File: src/clint_defs.svh
`ifndef CLINT_DEFS_SVH
`define CLINT_DEFS_SVH

// Cluster size and datapath widths
`define CLINT_NUM_HARTS   4
`define CLINT_DATA_W      32
`define CLINT_ADDR_W      16
`define CLINT_TIME_W      64
`define CLINT_HART_IDX_W  8
`define CLINT_SYNC_STAGES 2

// ------------------------------------------------------------------------
// Register map, byte offsets
// ------------------------------------------------------------------------
// MSIP stride is 4 per hart, compare stride is 8 per hart (lo at +0, hi at +4)
`define CLINT_MSIP_BASE   'h0000
`define CLINT_CMP_BASE    'h4000
`define CLINT_MTIME_LO    'hBFF8
`define CLINT_MTIME_HI    'hBFFC
`define CLINT_BCAST       'hC000
`define CLINT_CLR         'hC004

`endif

File: src/clint_bus_pkg.sv
`include "clint_defs.svh"

package clint_bus_pkg;

    typedef logic [`CLINT_ADDR_W-1:0] addr_t;
    typedef logic [`CLINT_DATA_W-1:0] data_t;

    typedef enum logic [2:0] {
        REG_MSIP,
        REG_CMP_LO,
        REG_CMP_HI,
        REG_MTIME_LO,
        REG_MTIME_HI,
        REG_BCAST,
        REG_CLR,
        REG_NONE
    } reg_sel_e;

    // Per-hart ranges stop at the hart count, misaligned words never hit
    function automatic reg_sel_e decode_sel(addr_t addr);
        int unsigned a;
        reg_sel_e    sel;
        a   = 32'(addr);
        sel = REG_NONE;
        if (addr[1:0] == 2'b00) begin
            if (a >= `CLINT_MSIP_BASE && a < `CLINT_MSIP_BASE + 4 * `CLINT_NUM_HARTS) begin
                sel = REG_MSIP;
            end else if (a >= `CLINT_CMP_BASE && a < `CLINT_CMP_BASE + 8 * `CLINT_NUM_HARTS) begin
                sel = addr[2] ? REG_CMP_HI : REG_CMP_LO;
            end else if (a == `CLINT_MTIME_LO) begin
                sel = REG_MTIME_LO;
            end else if (a == `CLINT_MTIME_HI) begin
                sel = REG_MTIME_HI;
            end else if (a == `CLINT_BCAST) begin
                sel = REG_BCAST;
            end else if (a == `CLINT_CLR) begin
                sel = REG_CLR;
            end
        end
        return sel;
    endfunction

    // Only meaningful when decode_sel names a per-hart register
    function automatic logic [`CLINT_HART_IDX_W-1:0] decode_hart(addr_t addr);
        int unsigned off;
        if (32'(addr) >= `CLINT_CMP_BASE) begin
            off = (32'(addr) - `CLINT_CMP_BASE) >> 3;
        end else begin
            off = (32'(addr) - `CLINT_MSIP_BASE) >> 2;
        end
        return off[`CLINT_HART_IDX_W-1:0];
    endfunction

endpackage

File: src/clint_time_pkg.sv
`include "clint_defs.svh"

package clint_time_pkg;

    typedef logic [`CLINT_TIME_W-1:0]     mtime_t;
    typedef logic [`CLINT_HART_IDX_W-1:0] hart_idx_t;

    // One bit or one entry per hart
    typedef logic [`CLINT_NUM_HARTS-1:0]  hart_vec_t;
    typedef mtime_t [`CLINT_NUM_HARTS-1:0] cmp_array_t;

endpackage

File: src/clint_rtc_tick.sv
`timescale 1ns/1ns
`include "clint_defs.svh"

module clint_rtc_tick (
    input  logic clk_i,
    input  logic rst_n_i,
    input  logic rtc_i,
    output logic tick_o
);

    logic [`CLINT_SYNC_STAGES-1:0] sync_q;
    logic                          level_q;
    logic                          tick_q;

    // Two flops against metastability, then edge detect on the clean level
    always_ff @(posedge clk_i) begin
        if (!rst_n_i) begin
            sync_q  <= '0;
            level_q <= 1'b0;
            tick_q  <= 1'b0;
        end else begin
            sync_q  <= {sync_q[`CLINT_SYNC_STAGES-2:0], rtc_i};
            level_q <= sync_q[`CLINT_SYNC_STAGES-1];
            tick_q  <= sync_q[`CLINT_SYNC_STAGES-1] & ~level_q;
        end
    end

    assign tick_o = tick_q;

    // RTC is far slower than the core clock
    a_tick_single : assert property (@(posedge clk_i) disable iff (!rst_n_i)
        tick_o |-> !$past(tick_o) && !$past(tick_o, 2));

endmodule

File: src/clint_reg_front.sv
`timescale 1ns/1ns
`include "clint_defs.svh"

module clint_reg_front (
    input  logic                      clk_i,
    input  logic                      rst_n_i,
    input  logic                      req_i,
    input  logic                      we_i,
    input  clint_bus_pkg::addr_t      addr_i,
    input  clint_bus_pkg::data_t      wdata_i,
    input  logic                      tick_i,
    output clint_time_pkg::mtime_t    mtime_o,
    output clint_time_pkg::hart_vec_t cmp_lo_we_o,
    output clint_time_pkg::hart_vec_t cmp_hi_we_o,
    output clint_time_pkg::hart_vec_t msip_we_o,
    output clint_time_pkg::hart_vec_t msip_set_o,
    output clint_time_pkg::hart_vec_t msip_clr_o,
    output clint_bus_pkg::data_t      wdata_o
);

    clint_bus_pkg::reg_sel_e   sel;
    clint_time_pkg::hart_idx_t hart;
    clint_time_pkg::mtime_t    mtime_q;
    logic                      wr;

    assign wr   = req_i & we_i;
    assign sel  = clint_bus_pkg::decode_sel(addr_i);
    assign hart = clint_bus_pkg::decode_hart(addr_i);

    // ------------------------------------------------------------------------
    // Real-time counter
    // ------------------------------------------------------------------------
    // Bus write beats the tick
    always_ff @(posedge clk_i) begin
        if (!rst_n_i) begin
            mtime_q <= '0;
        end else if (wr && sel == clint_bus_pkg::REG_MTIME_LO) begin
            mtime_q[`CLINT_DATA_W-1:0] <= wdata_i;
        end else if (wr && sel == clint_bus_pkg::REG_MTIME_HI) begin
            mtime_q[`CLINT_TIME_W-1:`CLINT_DATA_W] <= wdata_i;
        end else if (tick_i) begin
            mtime_q <= mtime_q + clint_time_pkg::mtime_t'(1);
        end
    end

    assign mtime_o = mtime_q;
    assign wdata_o = wdata_i;

    // ------------------------------------------------------------------------
    // Per-hart strobes
    // ------------------------------------------------------------------------
    always_comb begin
        logic hit;
        cmp_lo_we_o = '0;
        cmp_hi_we_o = '0;
        msip_we_o   = '0;
        msip_set_o  = '0;
        msip_clr_o  = '0;
        for (int i = 0; i < `CLINT_NUM_HARTS; i++) begin
            hit            = wr && (hart == clint_time_pkg::hart_idx_t'(i));
            cmp_lo_we_o[i] = hit && (sel == clint_bus_pkg::REG_CMP_LO);
            cmp_hi_we_o[i] = hit && (sel == clint_bus_pkg::REG_CMP_HI);
            msip_we_o[i]   = hit && (sel == clint_bus_pkg::REG_MSIP);
        end
        // Hart 0 is out of reach of broadcast and clear
        for (int i = 1; i < `CLINT_NUM_HARTS; i++) begin
            msip_set_o[i] = wr && (sel == clint_bus_pkg::REG_BCAST) &&
                            (wdata_i >= clint_bus_pkg::data_t'(i - 1));
            msip_clr_o[i] = wr && (sel == clint_bus_pkg::REG_CLR) &&
                            (wdata_i == clint_bus_pkg::data_t'(i));
        end
    end

    a_set_clr_excl : assert property (@(posedge clk_i) disable iff (!rst_n_i)
        !((|msip_set_o) && (|msip_clr_o)));

endmodule

File: src/clint_hart_slot.sv
`timescale 1ns/1ns
`include "clint_defs.svh"

module clint_hart_slot (
    input  logic                   clk_i,
    input  logic                   rst_n_i,
    input  clint_time_pkg::mtime_t mtime_i,
    input  logic                   cmp_lo_we_i,
    input  logic                   cmp_hi_we_i,
    input  logic                   msip_we_i,
    input  logic                   msip_set_i,
    input  logic                   msip_clr_i,
    input  clint_bus_pkg::data_t   wdata_i,
    output clint_time_pkg::mtime_t mtimecmp_o,
    output logic                   timer_irq_o,
    output logic                   ipi_o
);

    clint_time_pkg::mtime_t cmp_q;
    logic                   msip_q;

    // All ones keeps the timer quiet until software programs it
    always_ff @(posedge clk_i) begin
        if (!rst_n_i) begin
            cmp_q <= '1;
        end else begin
            if (cmp_lo_we_i) begin
                cmp_q[`CLINT_DATA_W-1:0] <= wdata_i;
            end
            if (cmp_hi_we_i) begin
                cmp_q[`CLINT_TIME_W-1:`CLINT_DATA_W] <= wdata_i;
            end
        end
    end

    // Set over clear over direct write
    always_ff @(posedge clk_i) begin
        if (!rst_n_i) begin
            msip_q <= 1'b0;
        end else if (msip_set_i) begin
            msip_q <= 1'b1;
        end else if (msip_clr_i) begin
            msip_q <= 1'b0;
        end else if (msip_we_i) begin
            msip_q <= wdata_i[0];
        end
    end

    assign mtimecmp_o  = cmp_q;
    assign ipi_o       = msip_q;
    assign timer_irq_o = (mtime_i >= cmp_q);

    // IRQ only moves when the compare was written or mtime moved
    a_irq_cause : assert property (@(posedge clk_i) disable iff (!rst_n_i)
        $changed(timer_irq_o) |-> $past(cmp_lo_we_i || cmp_hi_we_i) || $changed(mtime_i));

endmodule

File: src/clint_read_mux.sv
`timescale 1ns/1ns
`include "clint_defs.svh"

module clint_read_mux (
    input  logic                       clk_i,
    input  logic                       rst_n_i,
    input  logic                       req_i,
    input  logic                       we_i,
    input  clint_bus_pkg::addr_t       addr_i,
    input  clint_time_pkg::mtime_t     mtime_i,
    input  clint_time_pkg::cmp_array_t mtimecmp_i,
    input  clint_time_pkg::hart_vec_t  msip_i,
    output logic                       rsp_valid_o,
    output clint_bus_pkg::data_t       rdata_o
);

    clint_bus_pkg::reg_sel_e   sel;
    clint_time_pkg::hart_idx_t hart;
    clint_bus_pkg::data_t      rdata_d;
    logic                      rd;

    assign rd   = req_i & ~we_i;
    assign sel  = clint_bus_pkg::decode_sel(addr_i);
    assign hart = clint_bus_pkg::decode_hart(addr_i);

    always_comb begin
        logic                   msip_bit;
        clint_time_pkg::mtime_t cmp_word;
        msip_bit = 1'b0;
        cmp_word = '0;
        for (int i = 0; i < `CLINT_NUM_HARTS; i++) begin
            if (hart == clint_time_pkg::hart_idx_t'(i)) begin
                msip_bit = msip_i[i];
                cmp_word = mtimecmp_i[i];
            end
        end
        // Broadcast, clear and holes read as zero
        case (sel)
            clint_bus_pkg::REG_MSIP:     rdata_d = clint_bus_pkg::data_t'(msip_bit);
            clint_bus_pkg::REG_CMP_LO:   rdata_d = cmp_word[`CLINT_DATA_W-1:0];
            clint_bus_pkg::REG_CMP_HI:   rdata_d = cmp_word[`CLINT_TIME_W-1:`CLINT_DATA_W];
            clint_bus_pkg::REG_MTIME_LO: rdata_d = mtime_i[`CLINT_DATA_W-1:0];
            clint_bus_pkg::REG_MTIME_HI: rdata_d = mtime_i[`CLINT_TIME_W-1:`CLINT_DATA_W];
            default:                     rdata_d = '0;
        endcase
    end

    always_ff @(posedge clk_i) begin
        if (!rst_n_i) begin
            rsp_valid_o <= 1'b0;
        end else begin
            rsp_valid_o <= rd;
        end
    end

    always_ff @(posedge clk_i) begin
        if (rd) begin
            rdata_o <= rdata_d;
        end
    end

    a_rsp_follows_req : assert property (@(posedge clk_i) disable iff (!rst_n_i)
        rsp_valid_o |-> $past(req_i && !we_i));

endmodule

File: src/clint.sv
`timescale 1ns/1ns
`include "clint_defs.svh"

module clint (
    input  logic                      clk_i,
    input  logic                      rst_n_i,
    input  logic                      req_i,
    input  logic                      we_i,
    input  clint_bus_pkg::addr_t      addr_i,
    input  clint_bus_pkg::data_t      wdata_i,
    input  logic                      rtc_i,
    output logic                      rsp_valid_o,
    output clint_bus_pkg::data_t      rdata_o,
    output clint_time_pkg::hart_vec_t timer_irq_o,
    output clint_time_pkg::hart_vec_t ipi_o
);

    logic                       tick;
    clint_time_pkg::mtime_t     mtime;
    clint_time_pkg::cmp_array_t mtimecmp;
    clint_time_pkg::hart_vec_t  cmp_lo_we;
    clint_time_pkg::hart_vec_t  cmp_hi_we;
    clint_time_pkg::hart_vec_t  msip_we;
    clint_time_pkg::hart_vec_t  msip_set;
    clint_time_pkg::hart_vec_t  msip_clr;
    clint_bus_pkg::data_t       wdata;

    clint_rtc_tick u_rtc_tick (
        .clk_i   (clk_i),
        .rst_n_i (rst_n_i),
        .rtc_i   (rtc_i),
        .tick_o  (tick)
    );

    clint_reg_front u_reg_front (
        .clk_i       (clk_i),
        .rst_n_i     (rst_n_i),
        .req_i       (req_i),
        .we_i        (we_i),
        .addr_i      (addr_i),
        .wdata_i     (wdata_i),
        .tick_i      (tick),
        .mtime_o     (mtime),
        .cmp_lo_we_o (cmp_lo_we),
        .cmp_hi_we_o (cmp_hi_we),
        .msip_we_o   (msip_we),
        .msip_set_o  (msip_set),
        .msip_clr_o  (msip_clr),
        .wdata_o     (wdata)
    );

    // ------------------------------------------------------------------------
    // One slot per hart
    // ------------------------------------------------------------------------
    for (genvar h = 0; h < `CLINT_NUM_HARTS; h++) begin : g_hart
        clint_hart_slot u_slot (
            .clk_i       (clk_i),
            .rst_n_i     (rst_n_i),
            .mtime_i     (mtime),
            .cmp_lo_we_i (cmp_lo_we[h]),
            .cmp_hi_we_i (cmp_hi_we[h]),
            .msip_we_i   (msip_we[h]),
            .msip_set_i  (msip_set[h]),
            .msip_clr_i  (msip_clr[h]),
            .wdata_i     (wdata),
            .mtimecmp_o  (mtimecmp[h]),
            .timer_irq_o (timer_irq_o[h]),
            .ipi_o       (ipi_o[h])
        );
    end

    clint_read_mux u_read_mux (
        .clk_i       (clk_i),
        .rst_n_i     (rst_n_i),
        .req_i       (req_i),
        .we_i        (we_i),
        .addr_i      (addr_i),
        .mtime_i     (mtime),
        .mtimecmp_i  (mtimecmp),
        .msip_i      (ipi_o),
        .rsp_valid_o (rsp_valid_o),
        .rdata_o     (rdata_o)
    );

endmodule

File: config.mk
export PLATFORM = sky130hd
export DESIGN_NAME = clint
export DESIGN_NICKNAME = d
export VERILOG_FILES = /design/src/clint_bus_pkg.sv /design/src/clint_time_pkg.sv /design/src/clint_rtc_tick.sv /design/src/clint_reg_front.sv /design/src/clint_hart_slot.sv /design/src/clint_read_mux.sv /design/src/clint.sv
export VERILOG_INCLUDE_DIRS = /design/src /design/src/src
export SDC_FILE = /design/constraint.sdc
export NUM_CORES = 1
export LEC_CHECK = 0
export BUFFER_PORTS_ARGS = -buffer_cell sky130_fd_sc_hd__buf_2
export CORE_ASPECT_RATIO = 0.8
export CORE_MARGIN = 2
export CORE_UTILIZATION = 50
export CTS_CLUSTER_DIAMETER = 80
export DETAILED_ROUTE_END_ITERATION = 6
export PLACE_DENSITY = 0.68
export SLEW_MARGIN = 10
export SYNTH_ARGS = -nofsm -noshare
export SYNTH_HDL_FRONTEND = slang
export SYNTH_HIERARCHICAL = 1
export SYNTH_SLANG_ARGS = --single-unit
File: constraint.sdc
create_clock -name clk_i -period 7.9 [get_ports clk_i]
set_clock_uncertainty 0.1 [all_clocks]
set_input_delay 0.79 -clock clk_i [delete_from_list [all_inputs] [get_ports clk_i]]
set_output_delay 0.79 -clock clk_i [all_outputs]
set_load 0.1 [all_outputs]
Word level (Yosys, flattened, before mapping)
Index checks and enable logic that the tools add are counted.

storage, ports and cells
  bits of input ports = 53
  memory bits (read-only) = 0
  memories kept = 0
  logic and storage cells = 122
  output and inout port bits = 41
  register bits after elaboration = 361
  RAM bits = 0
  bits in latches = 0

cells by class
  bitwise logic cells = 6
  reductions and logical operators = 37
  add/sub/neg operators = 2
  shifts and indexed selects = 0
  multiply operators = 0
  mux-type cells = 31
  div/mod/pow operators = 0
  magnitude comparators = 10
  equality and inequality tests = 17

operators by type and width
  cell                                                                                   count
  64-bit two-way mux                                                                     5
  64-bit greater-or-equal comparator                                                     4
  32-bit one-hot mux with 5 select lines                                                 1
  32-bit two-way mux                                                                     3
  64-bit by 1-bit adder with 64-bit output, second input constant                        1
  16-bit equality test, second input constant                                            4
  32-bit by 2-bit equality test with 1-bit output, second input constant                 2
  32-bit by 1-bit greater-or-equal comparator with 1-bit output, second input constant   2
  32-bit by 1-bit equality test with 1-bit output, second input constant                 1
  32-bit by 2-bit greater-or-equal comparator with 1-bit output, second input constant   1
  1-bit logical AND                                                                      27
  3-bit two-way mux                                                                      6
  8-bit by 2-bit equality test with 1-bit output, second input constant                  2
  16-bit by 15-bit greater-or-equal comparator with 1-bit output, second input constant  1
  16-bit by 15-bit < comparator with 1-bit output, second input constant                 1
  16-bit by 5-bit < comparator with 1-bit output, second input constant                  1
  1-bit two-way mux                                                                      14
  11-bit by 1-bit subtractor with 11-bit output, second input constant                   1
  3-bit equality test, second input constant                                             3
  3-bit nonzero test                                                                     3
  8-bit by 1-bit equality test with 1-bit output, second input constant                  1
  8-bit zero test                                                                        1
  8-bit two-way mux                                                                      1
  3-bit by 2-bit equality test with 1-bit output, second input constant                  2
  9 further kinds                                                                        15

Longest topological paths before layout
Gate-level depths: netlist of run 1.

  word-level depth = 13
  depth in mapped cells = 11
  gate-level depth less buffers = 9

Modules after synthesis
Netlist of run 1, hierarchy kept.

modules (own cells, without submodules)
  module           sequential area each (µm²)  times used  area an instance (µm²)  cells each
  clint_hart_slot  1,301.2                     4           3,706.1                 442
  clint_reg_front  1,281.2                     1           4,585.6                 620
  clint_read_mux   980.9                       1           4,162.7                 465
  clint_rtc_tick   80.1                        1           111.4                   8

Least setup slack after synthesis of run 1
No wires, ideal clock.

  path kind = flip-flop to output port
  start point = register u_reg_front.mtime_q[61] (netlist: u_reg_front/mtime_o[61])
  end point = output timer_irq_o[0]
  arrival = 3,538 ps
  stages on the path, launching flop included = 7
  path buffers = 0
  data required time = 7,010 ps
  slack = 3,472 ps
  cells stage by stage = dfxtp_1 > ha_1 > nand4_1 > or4_1 > or3_1 > or4_1 > o21ai_1

between the ends
  longest elaborated chain between the ends = 1

RTL lines
  what                                RTL line               RTL
  from (decl)                         clint_reg_front.sv:23  clint_time_pkg::mtime_t mtime_q;
  from (signal, indexed assignment)   clint_reg_front.sv:38  mtime_q[`CLINT_DATA_W-1:0] <= wdata_i;
  from (signal, indexed assignment)   clint_reg_front.sv:40  mtime_q[`CLINT_TIME_W-1:`CLINT_DATA_W] <= wdata_i;
  from (signal assigned)              clint_reg_front.sv:42  mtime_q <= mtime_q + clint_time_pkg::mtime_t'(1);
  64-bit greater-or-equal comparator  clint_hart_slot.sv:51  assign timer_irq_o = (mtime_i >= cmp_q);
  to (decl)                           clint.sv:14            output clint_time_pkg::hart_vec_t timer_irq_o,

Every way passes these cells.

Final worst setup path of run 1
  start point = register u_reg_front.mtime_q[54] (netlist: u_reg_front/mtime_o[54])
  end point = output timer_irq_o[2]

Same word-level chain as after synthesis.

==> metrics.yaml, run 1 <==
die:
  floorplan.initialDensity_pct: 50.5
  floorplan.rows: 71
  fp.coreArea_um2: 46900
  die_outline_height_um: 199
  die-width_um: 247
  pin_count: 94
  fp.dieArea_um2: 49100
run:
  maxCapViolCount: 0
yosys:
  netlist_top_cells_area: "dfxtp_1, ha_1, o211ai_1"
  mappedNetlistArea_um2: 23700
  synthArstFlopShare_pct: 0
  portion_of_the_post_synthesis_area_used_by_sequential_elements_pct: 31.9
  synth_top_area_share_pct: 27.8
  synth_edf_count: 32
  synth.ff_latch_count: 361
  netlist_instances: 2861
  top_flip_flop_cell_by_instance_count_after_synthesis: "dfxtp_1"
  yosysWarningCount: 6
  postSynthAreaPerCell_um2: 8.28
  synth.distinct_cells: 78
  yosysTopAreaCell: "dfxtp_1"
sta:
  worst_slew_pin_slew_ps: 1230
  period_minus_slack_ps: 5020
  setup_viol: 0
  slew-limit-headroom_pct: 17.5
  fmax_mhz: 199
  timing.hold.ws_ps: 324
  final_min_period_over_clock_period_pct: 63.6
  hold_violations: 0
  unrepaired_setup_endpoints_after_global_routing: "false"
  maxSlewViolCount: 0
  setup_total_negative_slack_ps: 0
setup_path:
  critical_path_arrival_ps: 4130
  endpoint_kind: "output pin"
  slowest_stage_cell_cp: "or4_1"
  ws_path_type: "flop to output pin"
  critical-path-max-stage-delay_ps: 680
  series_of_cell_instances_along_the_critical_path: "ha_1 > nand4_1 > or4_1 > or3_1 > or4_1 > o21ai_1 > buf_2"
  worst_path_dominant_cell_family: "simple AND/OR/NAND/NOR gates"
  cp_num_buf_inv: 1
  critical_path.most_common_cell: "or4_1"
  path_max_fanout: 13
  startpoint_type_of_the_worst_setup_path: "flop"
  worstPathRequired_ps: 7010
grt:
  initial_antenna_violation_count: 2
  pin_count_of_the_biggest_net_entering_global_routing: 132
  track_usage_pct: 34.1
  grt_pass1_vias: 20949
  grt_pass1_wl_mm: 128
  grt.overflow.total: 0
clocking:
  clock_tree_from_tritoncts: "built"
  max-clock-path-buffers: 3
  holdBufCountCts: 0
  clkTransAtPathRegs_ps: 60
  cts_buffers: 41
  clock-root-buffer: "clkbuf_16"
  numClockSinks: 361
  cts_resized: 0
  clock_latency_ps: 580
  cts_setup_buffers: 0
  h-tree-depth: 2
pwr:
  switching_share_pct: 25.4
  comb_power_share_pct: 6.1
  seq_power_share_pct: 46.6
  irDropWorstVdd_v: 0.000159
  power_leakage_nw: 12.5
  power_frac_clock_pct: 47.3
  power.net_switching_w: 0.00101
  internal-power_w: 0.00296
  power.density_nw_per_um2: 156
detailed_routing:
  route.antenna.remaining_nets: 0
  finalWirelength_mm: 85.0
  vias: 22795
  wl_per_cell_um: 24.5
  via_cell_ratio: 6.57
  dr.first_iter.drc_count: 3253
  dr.pass1.iters: 7
  drt_drc_violations_left: 0
finish:
  antenna-diode-count: 0
  most-common-layout-cells: "nand2_1, dfxtp_1, o211ai_1"
  num-nets-final: 3129
  final_common_cell: "nand2_1"
  drive_above_1_share_pct: 8.25
  filler_cells_inserted: 4318
  multi_input_area_um2: 14300
  seqCellArea_um2: 7550
  area_delta_synth_final_pct: 7.73
placed_design:
  place.gp.congestion: 0.951
  post-dp-hpwl_mm: 60.4
  placement.io_buffers: 93
hold_path:
  holdCritPathClass: "input port to flop"
status:
  status: "complete, no violations"
[state kept, by name, indices dropped and copies added (netlist names)]
register and count:
u_reg_front/mtime_o 64, u_rtc_tick/tick_o 1, u_read_mux/rdata_o 32, g_hart.u_slot/ipi_o 4, g_hart.u_slot/mtimecmp_o 256, u_rtc_tick/sync_q 2, u_rtc_tick/level_q 1, u_read_mux/rsp_valid_o 1
[synth_stat cells (15+ instances only)]
cell type	instances
edfxtp_1	32
or3_1	15
o22ai_1	17
a21oi_1	143
mux2_2	19
o21ai_0	76
xnor2_1	19
ha_1	257
buf_1	22
inv_1	265
nor2_1	111
nand4_1	83
or4_1	24
and3_1	15
nor4_1	22
buf_2	43
a2bb2oi_1	33
a221oi_1	21
o211ai_1	276
a31oi_1	23
nand2_1	400
a211oi_1	31
clkbuf_1	97
o221ai_1	20
nor3_1	34
nand3_1	72
dfxtp_1	329
a22o_1	20
mux2i_1	91
buf_4	39
a21o_1	20
[path summary, 6_finish.rpt]
check / startpoint / to / slack (ps) / cells after the start
worst min-delay path: rtc_i / u_rtc_tick/sync_q[0]$_SDFF_PN0_ / 320 / 2
worst min register to register: u_rtc_tick/sync_q[0]$_SDFF_PN0_ / u_rtc_tick/sync_q[1]$_SDFF_PN0_ / 350 / 1
worst max-delay path: u_reg_front/mtime_o[54]$_SDFFE_PN0P_ / timer_irq_o[2] / 2880 / 7
worst max register to register: u_reg_front/mtime_o[13]$_SDFFE_PN0P_ / u_reg_front/mtime_o[62]$_SDFFE_PN0P_ / 4170 / 6
[layer usage]
layer	wire length (um)	global-route usage, %	share of wire, %	vias to the layer above
li1	-	-	-	10380
met1	36500	50.1	43	10777
met2	33200	46.6	39	1421
met3	12300	10.3	14	217
met4	3060	11.9	3.6	0
met5	0	0	0	-
[power groups by stage]
stage | logic (W) | registers, W | clock network [W]
finish | 0.000241 | 0.00185 | 0.00188
detailed placement | 0.000231 | 0.00189 | 0
floorplan | 0.000129 | 0.00191 | 0
global route | 0.000247 | 0.00185 | 0.00197
global placement | 0.000230 | 0.00189 | 0
CTS | 0.000231 | 0.00185 | 0.00190
[cell type report]
type / count / area share, %
timing repair buffer: 120 / 2.66
sequential: 361 / 29.6
inverter: 265 / 3.90
clock inverter: 14 / 0.358
clock buffer: 59 / 4.61
tap: 620 / 3.04
multi-input combinational: 2030 / 55.9
[kinds of logic (layout without fill, tap and decap cells)]
logic type,Yosys count,count (layout),share of synthesized area [%]
xor gates and xnor gates,27,27,0.998
buffers and inverters,471,458,8.47
and+or+nand+nor,855,855,17.3
other,1,2,0.0158
DFF,361,361,31.9
AOI/OAI and AO/OA,779,779,23.0
muxes,110,110,4.75
adders and majority gates,257,257,13.6
[through the flow]
stage                     utilization [%]  setup WS, ps  area [um2]  cells  total power, W
after floorplan                         -          3470       23700   2862         0.00204
after global placement               51.7          3470       24200   3396         0.00212
after detailed placement             51.7          3440       24200   3396         0.00212
after CTS                            54.4          2930       25500   3469         0.00398
after global routing                 54.4          2800       25500   3469         0.00406
final                                54.4          2880       25500   3469         0.00397
(Power assumes the default switching activity.)
==> inputs of run 2 (changes only) <==
--- a/config.mk
+++ b/config.mk
@@ -6,6 +6,7 @@
 export SDC_FILE = /design/constraint.sdc
 export NUM_CORES = 1
 export LEC_CHECK = 0
+export ABC_AREA = 1
 export BUFFER_PORTS_ARGS = -buffer_cell sky130_fd_sc_hd__buf_2
 export CORE_ASPECT_RATIO = 0.8
 export CORE_MARGIN = 2
==> constraint.sdc (replaced) <==
create_clock -name clk_i -period 5.2 [get_ports clk_i]
set_clock_uncertainty 0.1 [all_clocks]
set_input_delay 0.52 -clock clk_i [delete_from_list [all_inputs] [get_ports clk_i]]
set_output_delay 0.52 -clock clk_i [all_outputs]
set_load 0.1 [all_outputs]
==> run 2 against run 1 <==
Worst setup slack worse by 1700 ps; highest routed layer is now met5; die area is 6.9% higher; synthesized area is 7.0% higher; sequential power is 55% higher.
==> metrics.yaml, run 2 <==
status:
  status: "complete, no violations"
setup_path:
  cp-endpoint: "timer_irq_o[0]"
  ws_path_type: "flop to output pin"
  series_of_cell_instances_along_the_critical_path: "ha_1 > nand2_1 > nor2_2 > nand2_1 > nor3_4 > nand2_2 > nor3_2 > nand2_1 > nand2_1 > buf_2"
  worstReg2RegStart: "u_reg_front/mtime_o[1]$_SDFFE_PN0P_"
  rr_worst_depth: 11  # +5
  startpoint_type_of_the_worst_setup_path: "flop"
  critical_path.most_common_cell: "nand2_1"
  slowest_stage_cell_cp: "dfxtp_1"
  worstSetupStartpoint: "u_reg_front/mtime_o[63]$_SDFFE_PN0P_"
  critical-path-max-stage-delay_ps: 440  # -240 ps
  regToRegEndpoint: "u_reg_front/mtime_o[32]$_SDFFE_PN0P_"
  path_max_fanout: 8  # -5
  critical_path_arrival_ps: 3410  # -720 ps
  setup_slack_reg_to_reg_ps: 2370  # -1800 ps
  endpoint_kind: "output pin"
  worstPathRequired_ps: 4580  # -2430 ps
yosys:
  synth.distinct_cells: 52  # -33%
  yosysMostFrequentCell: "nand2_1"
  yosysTopAreaCell: "dfxtp_1"
  synthTopCellsByCount: "nand2_1, inv_1, a21oi_1"
  synthArstFlopShare_pct: 0  # unchanged
  mappedNetlistArea_um2: 25400  # +7.0%
  portion_of_the_post_synthesis_area_used_by_sequential_elements_pct: 29.8  # -2.1 points
  synth_edf_count: 32  # unchanged
  synth_top_area_share_pct: 26.0  # -1.8 points
  synth.ff_latch_count: 361  # unchanged
  netlist_top_cells_area: "dfxtp_1, ha_1, nand2_1"
  netlist_instances: 3746  # +31%
  yosysWarningCount: 6  # unchanged
  postSynthAreaPerCell_um2: 6.77  # -18%
  top_flip_flop_cell_by_instance_count_after_synthesis: "dfxtp_1"
die:
  fp.dieArea_um2: 52500  # +6.9%
  floorplan.initialDensity_pct: 50.8  # +0.34 points
  die_outline_height_um: 205  # +3.4%
  pin_count: 94  # unchanged
  fp.coreArea_um2: 49900  # +6.3%
  die-width_um: 256  # +3.4%
  floorplan.rows: 73  # +2.8%
grt:
  track_usage_pct: 38.1  # +4.0 points
  grt_pass1_wl_mm: 150  # +17%
  grt.overflow.total: 0  # unchanged
  grt_pass1_vias: 23174  # +11%
  pin_count_of_the_biggest_net_entering_global_routing: 65  # -51%
  initial_antenna_violation_count: 2  # unchanged
detailed_routing:
  vias: 26046  # +14%
  drt_drc_violations_left: 0  # unchanged
  finalWirelength_mm: 102  # +20%
  wl_per_cell_um: 23.0  # -6.0%
  dr.first_iter.drc_count: 3938  # +21%
  dr.pass1.iters: 6  # -1
  route.antenna.remaining_nets: 0  # unchanged
  via_cell_ratio: 5.88  # -11%
sta:
  setup_total_negative_slack_ps: 0  # unchanged
  unrepaired_setup_endpoints_after_global_routing: "false"
  period_minus_slack_ps: 4030
  maxSlewViolCount: 0  # unchanged
  setup_viol: 0  # unchanged
  final_min_period_over_clock_period_pct: 77.5
  worst_slew_pin_slew_ps: 1200  # -33.9 ps
  fmax_mhz: 248
  hold_violations: 0  # unchanged
  slew-limit-headroom_pct: 20.0  # +2.5 points
pwr:
  power_frac_clock_pct: 50.0  # +2.7 points
  power.net_switching_w: 0.00170  # +69%
  comb_power_share_pct: 6.9  # +0.8 points
  irDropWorstVdd_v: 0.000233  # +47%
  power.density_nw_per_um2: 241  # +55%
  switching_share_pct: 25.6  # +0.20 points
  seq_power_share_pct: 43.1  # -3.5 points
  internal-power_w: 0.00495  # +67%
  power_leakage_nw: 14.5  # +16%
finish:
  drive_above_1_share_pct: 9.06  # +0.81 points
  num-nets-final: 4033  # +29%
  most-common-layout-cells: "nand2_1, inv_1, a21oi_1"
  largest_register_ffs: 256  # unchanged
  final_common_cell: "nand2_1"
  postLayoutCellArea_um2: 27600  # +8.0%
  filler_cells_inserted: 4931  # +14%
  area_delta_synth_final_pct: 8.68
clocking:
  h-tree-depth: 2  # unchanged
  clock-root-buffer: "clkbuf_16"
  max-clock-path-buffers: 3  # unchanged
  cts_buffers: 41  # unchanged
  cts_resized: 0  # unchanged
  clock_latency_ps: 590  # about the same
  holdBufCountCts: 0  # unchanged
  clkTransAtPathRegs_ps: 70  # about the same
  cts_setup_buffers: 0  # unchanged
  numClockSinks: 361  # unchanged
  clock_tree_from_tritoncts: "built"
placed_design:
  place.gp.congestion: 1.06  # +11%
  post_dp_cell_area_um2: 26100  # +7.5%
  post-dp-hpwl_mm: 73.9  # +22%
  placement.io_buffers: 93  # unchanged
hold_path:
  holdCritPathClass: "input port to flop"
run:
  maxCapViolCount: 0  # unchanged
-- run 2: cell families (layout without fill, tap and decap cells) --
kind of cell,count (synthesis),in the layout,share of synthesized area (%)
buf+inv,656,662,10.8
xor+xnor,44,44,1.52
simple gates,1576,1576,27.3
flops,361,361,29.8
compound gates,851,851,17.9
fa+ha+maj,257,257,12.7
other cells,1,3,0.0148
-- run 2: through the flow --
| stage | power, W | setup slack [ps] | instances | hold WS [ps] | util, % |
|---|---|---|---|---|---|
| after floorplan | 0.00320 | 2590 | 3747 | 284 | - |
| after global routing | 0.00679 | 1080 | 4428 | 22.8 | 55.2 |
| after CTS | 0.00664 | 1240 | 4428 | 12.4 | 55.2 |
| after detailed placement | 0.00337 | 1420 | 4355 | 292 | 52.2 |
| after global placement | 0.00336 | 1440 | 4355 | 286 | 52.2 |
| final | 0.00665 | 1170 | 4429 | 29.6 | 55.2 |
-- run 2: worst min-delay path by stage --
| stage | startpoint | end | slack (ps) | cells after the start |
|---|---|---|---|---|
| final | rtc_i | u_rtc_tick/sync_q[0]$_SDFF_PN0_ | 30 | 3 |
| after global routing | rtc_i | u_rtc_tick/sync_q[0]$_SDFF_PN0_ | 20 | 3 |
| after CTS | rtc_i | u_rtc_tick/sync_q[0]$_SDFF_PN0_ | 10 | 3 |
| after detailed placement | u_rtc_tick/level_q$_SDFF_PN0_ | u_rtc_tick/tick_o$_SDFF_PN0_ | 290 | 1 |
| after global placement | u_rtc_tick/level_q$_SDFF_PN0_ | u_rtc_tick/tick_o$_SDFF_PN0_ | 290 | 1 |
| after floorplan | u_rtc_tick/level_q$_SDFF_PN0_ | u_rtc_tick/tick_o$_SDFF_PN0_ | 280 | 1 |
-- run 2: final cells by class --
cell class                 instances  area, um2  share of cell area, %
antenna                            1       2.50                0.00908
clock inverter                    21        337                   1.22
clock buffer                      52       1160                   4.21
multi-input combinational       2730      15200                   55.0
inverter                         461       1730                   6.29
sequential                       361       7550                   27.4
timing repair buffer             128        766                   2.78
tap                              675        845                   3.07
-- run 2: per-layer routing --
| metal | part of all wire [%] | vias to the layer above | GRT usage (%) | wire length [um] |
|---|---|---|---|---|
| li1 | - | 12280 | - | - |
| met3 | 14 | 250 | 10.5 | 14500 |
| met1 | 42 | 11788 | 54.0 | 43200 |
| met2 | 39 | 1726 | 54.3 | 40000 |
| met5 | 0.013 | - | 0 | 13 |
| met4 | 4.2 | 2 | 15.5 | 4230 |
-- run 2: worst max-delay path: cells and delay by family, from the launching register on --
kind          cells  cell delay, ps
buf+inv           1             420
simple gates      8            1590
flops             1             440
fa+ha+maj         1             370
-- run 2: power groups by stage --
stage / sequential [W] / combinational (W) / clock (W)
floorplan: 0.00296 / 0.000240 / 0
global placement: 0.00293 / 0.000438 / 0
detailed placement: 0.00293 / 0.000442 / 0
CTS: 0.00286 / 0.000443 / 0.00334
global route: 0.00286 / 0.000486 / 0.00344
finish: 0.00286 / 0.000460 / 0.00333
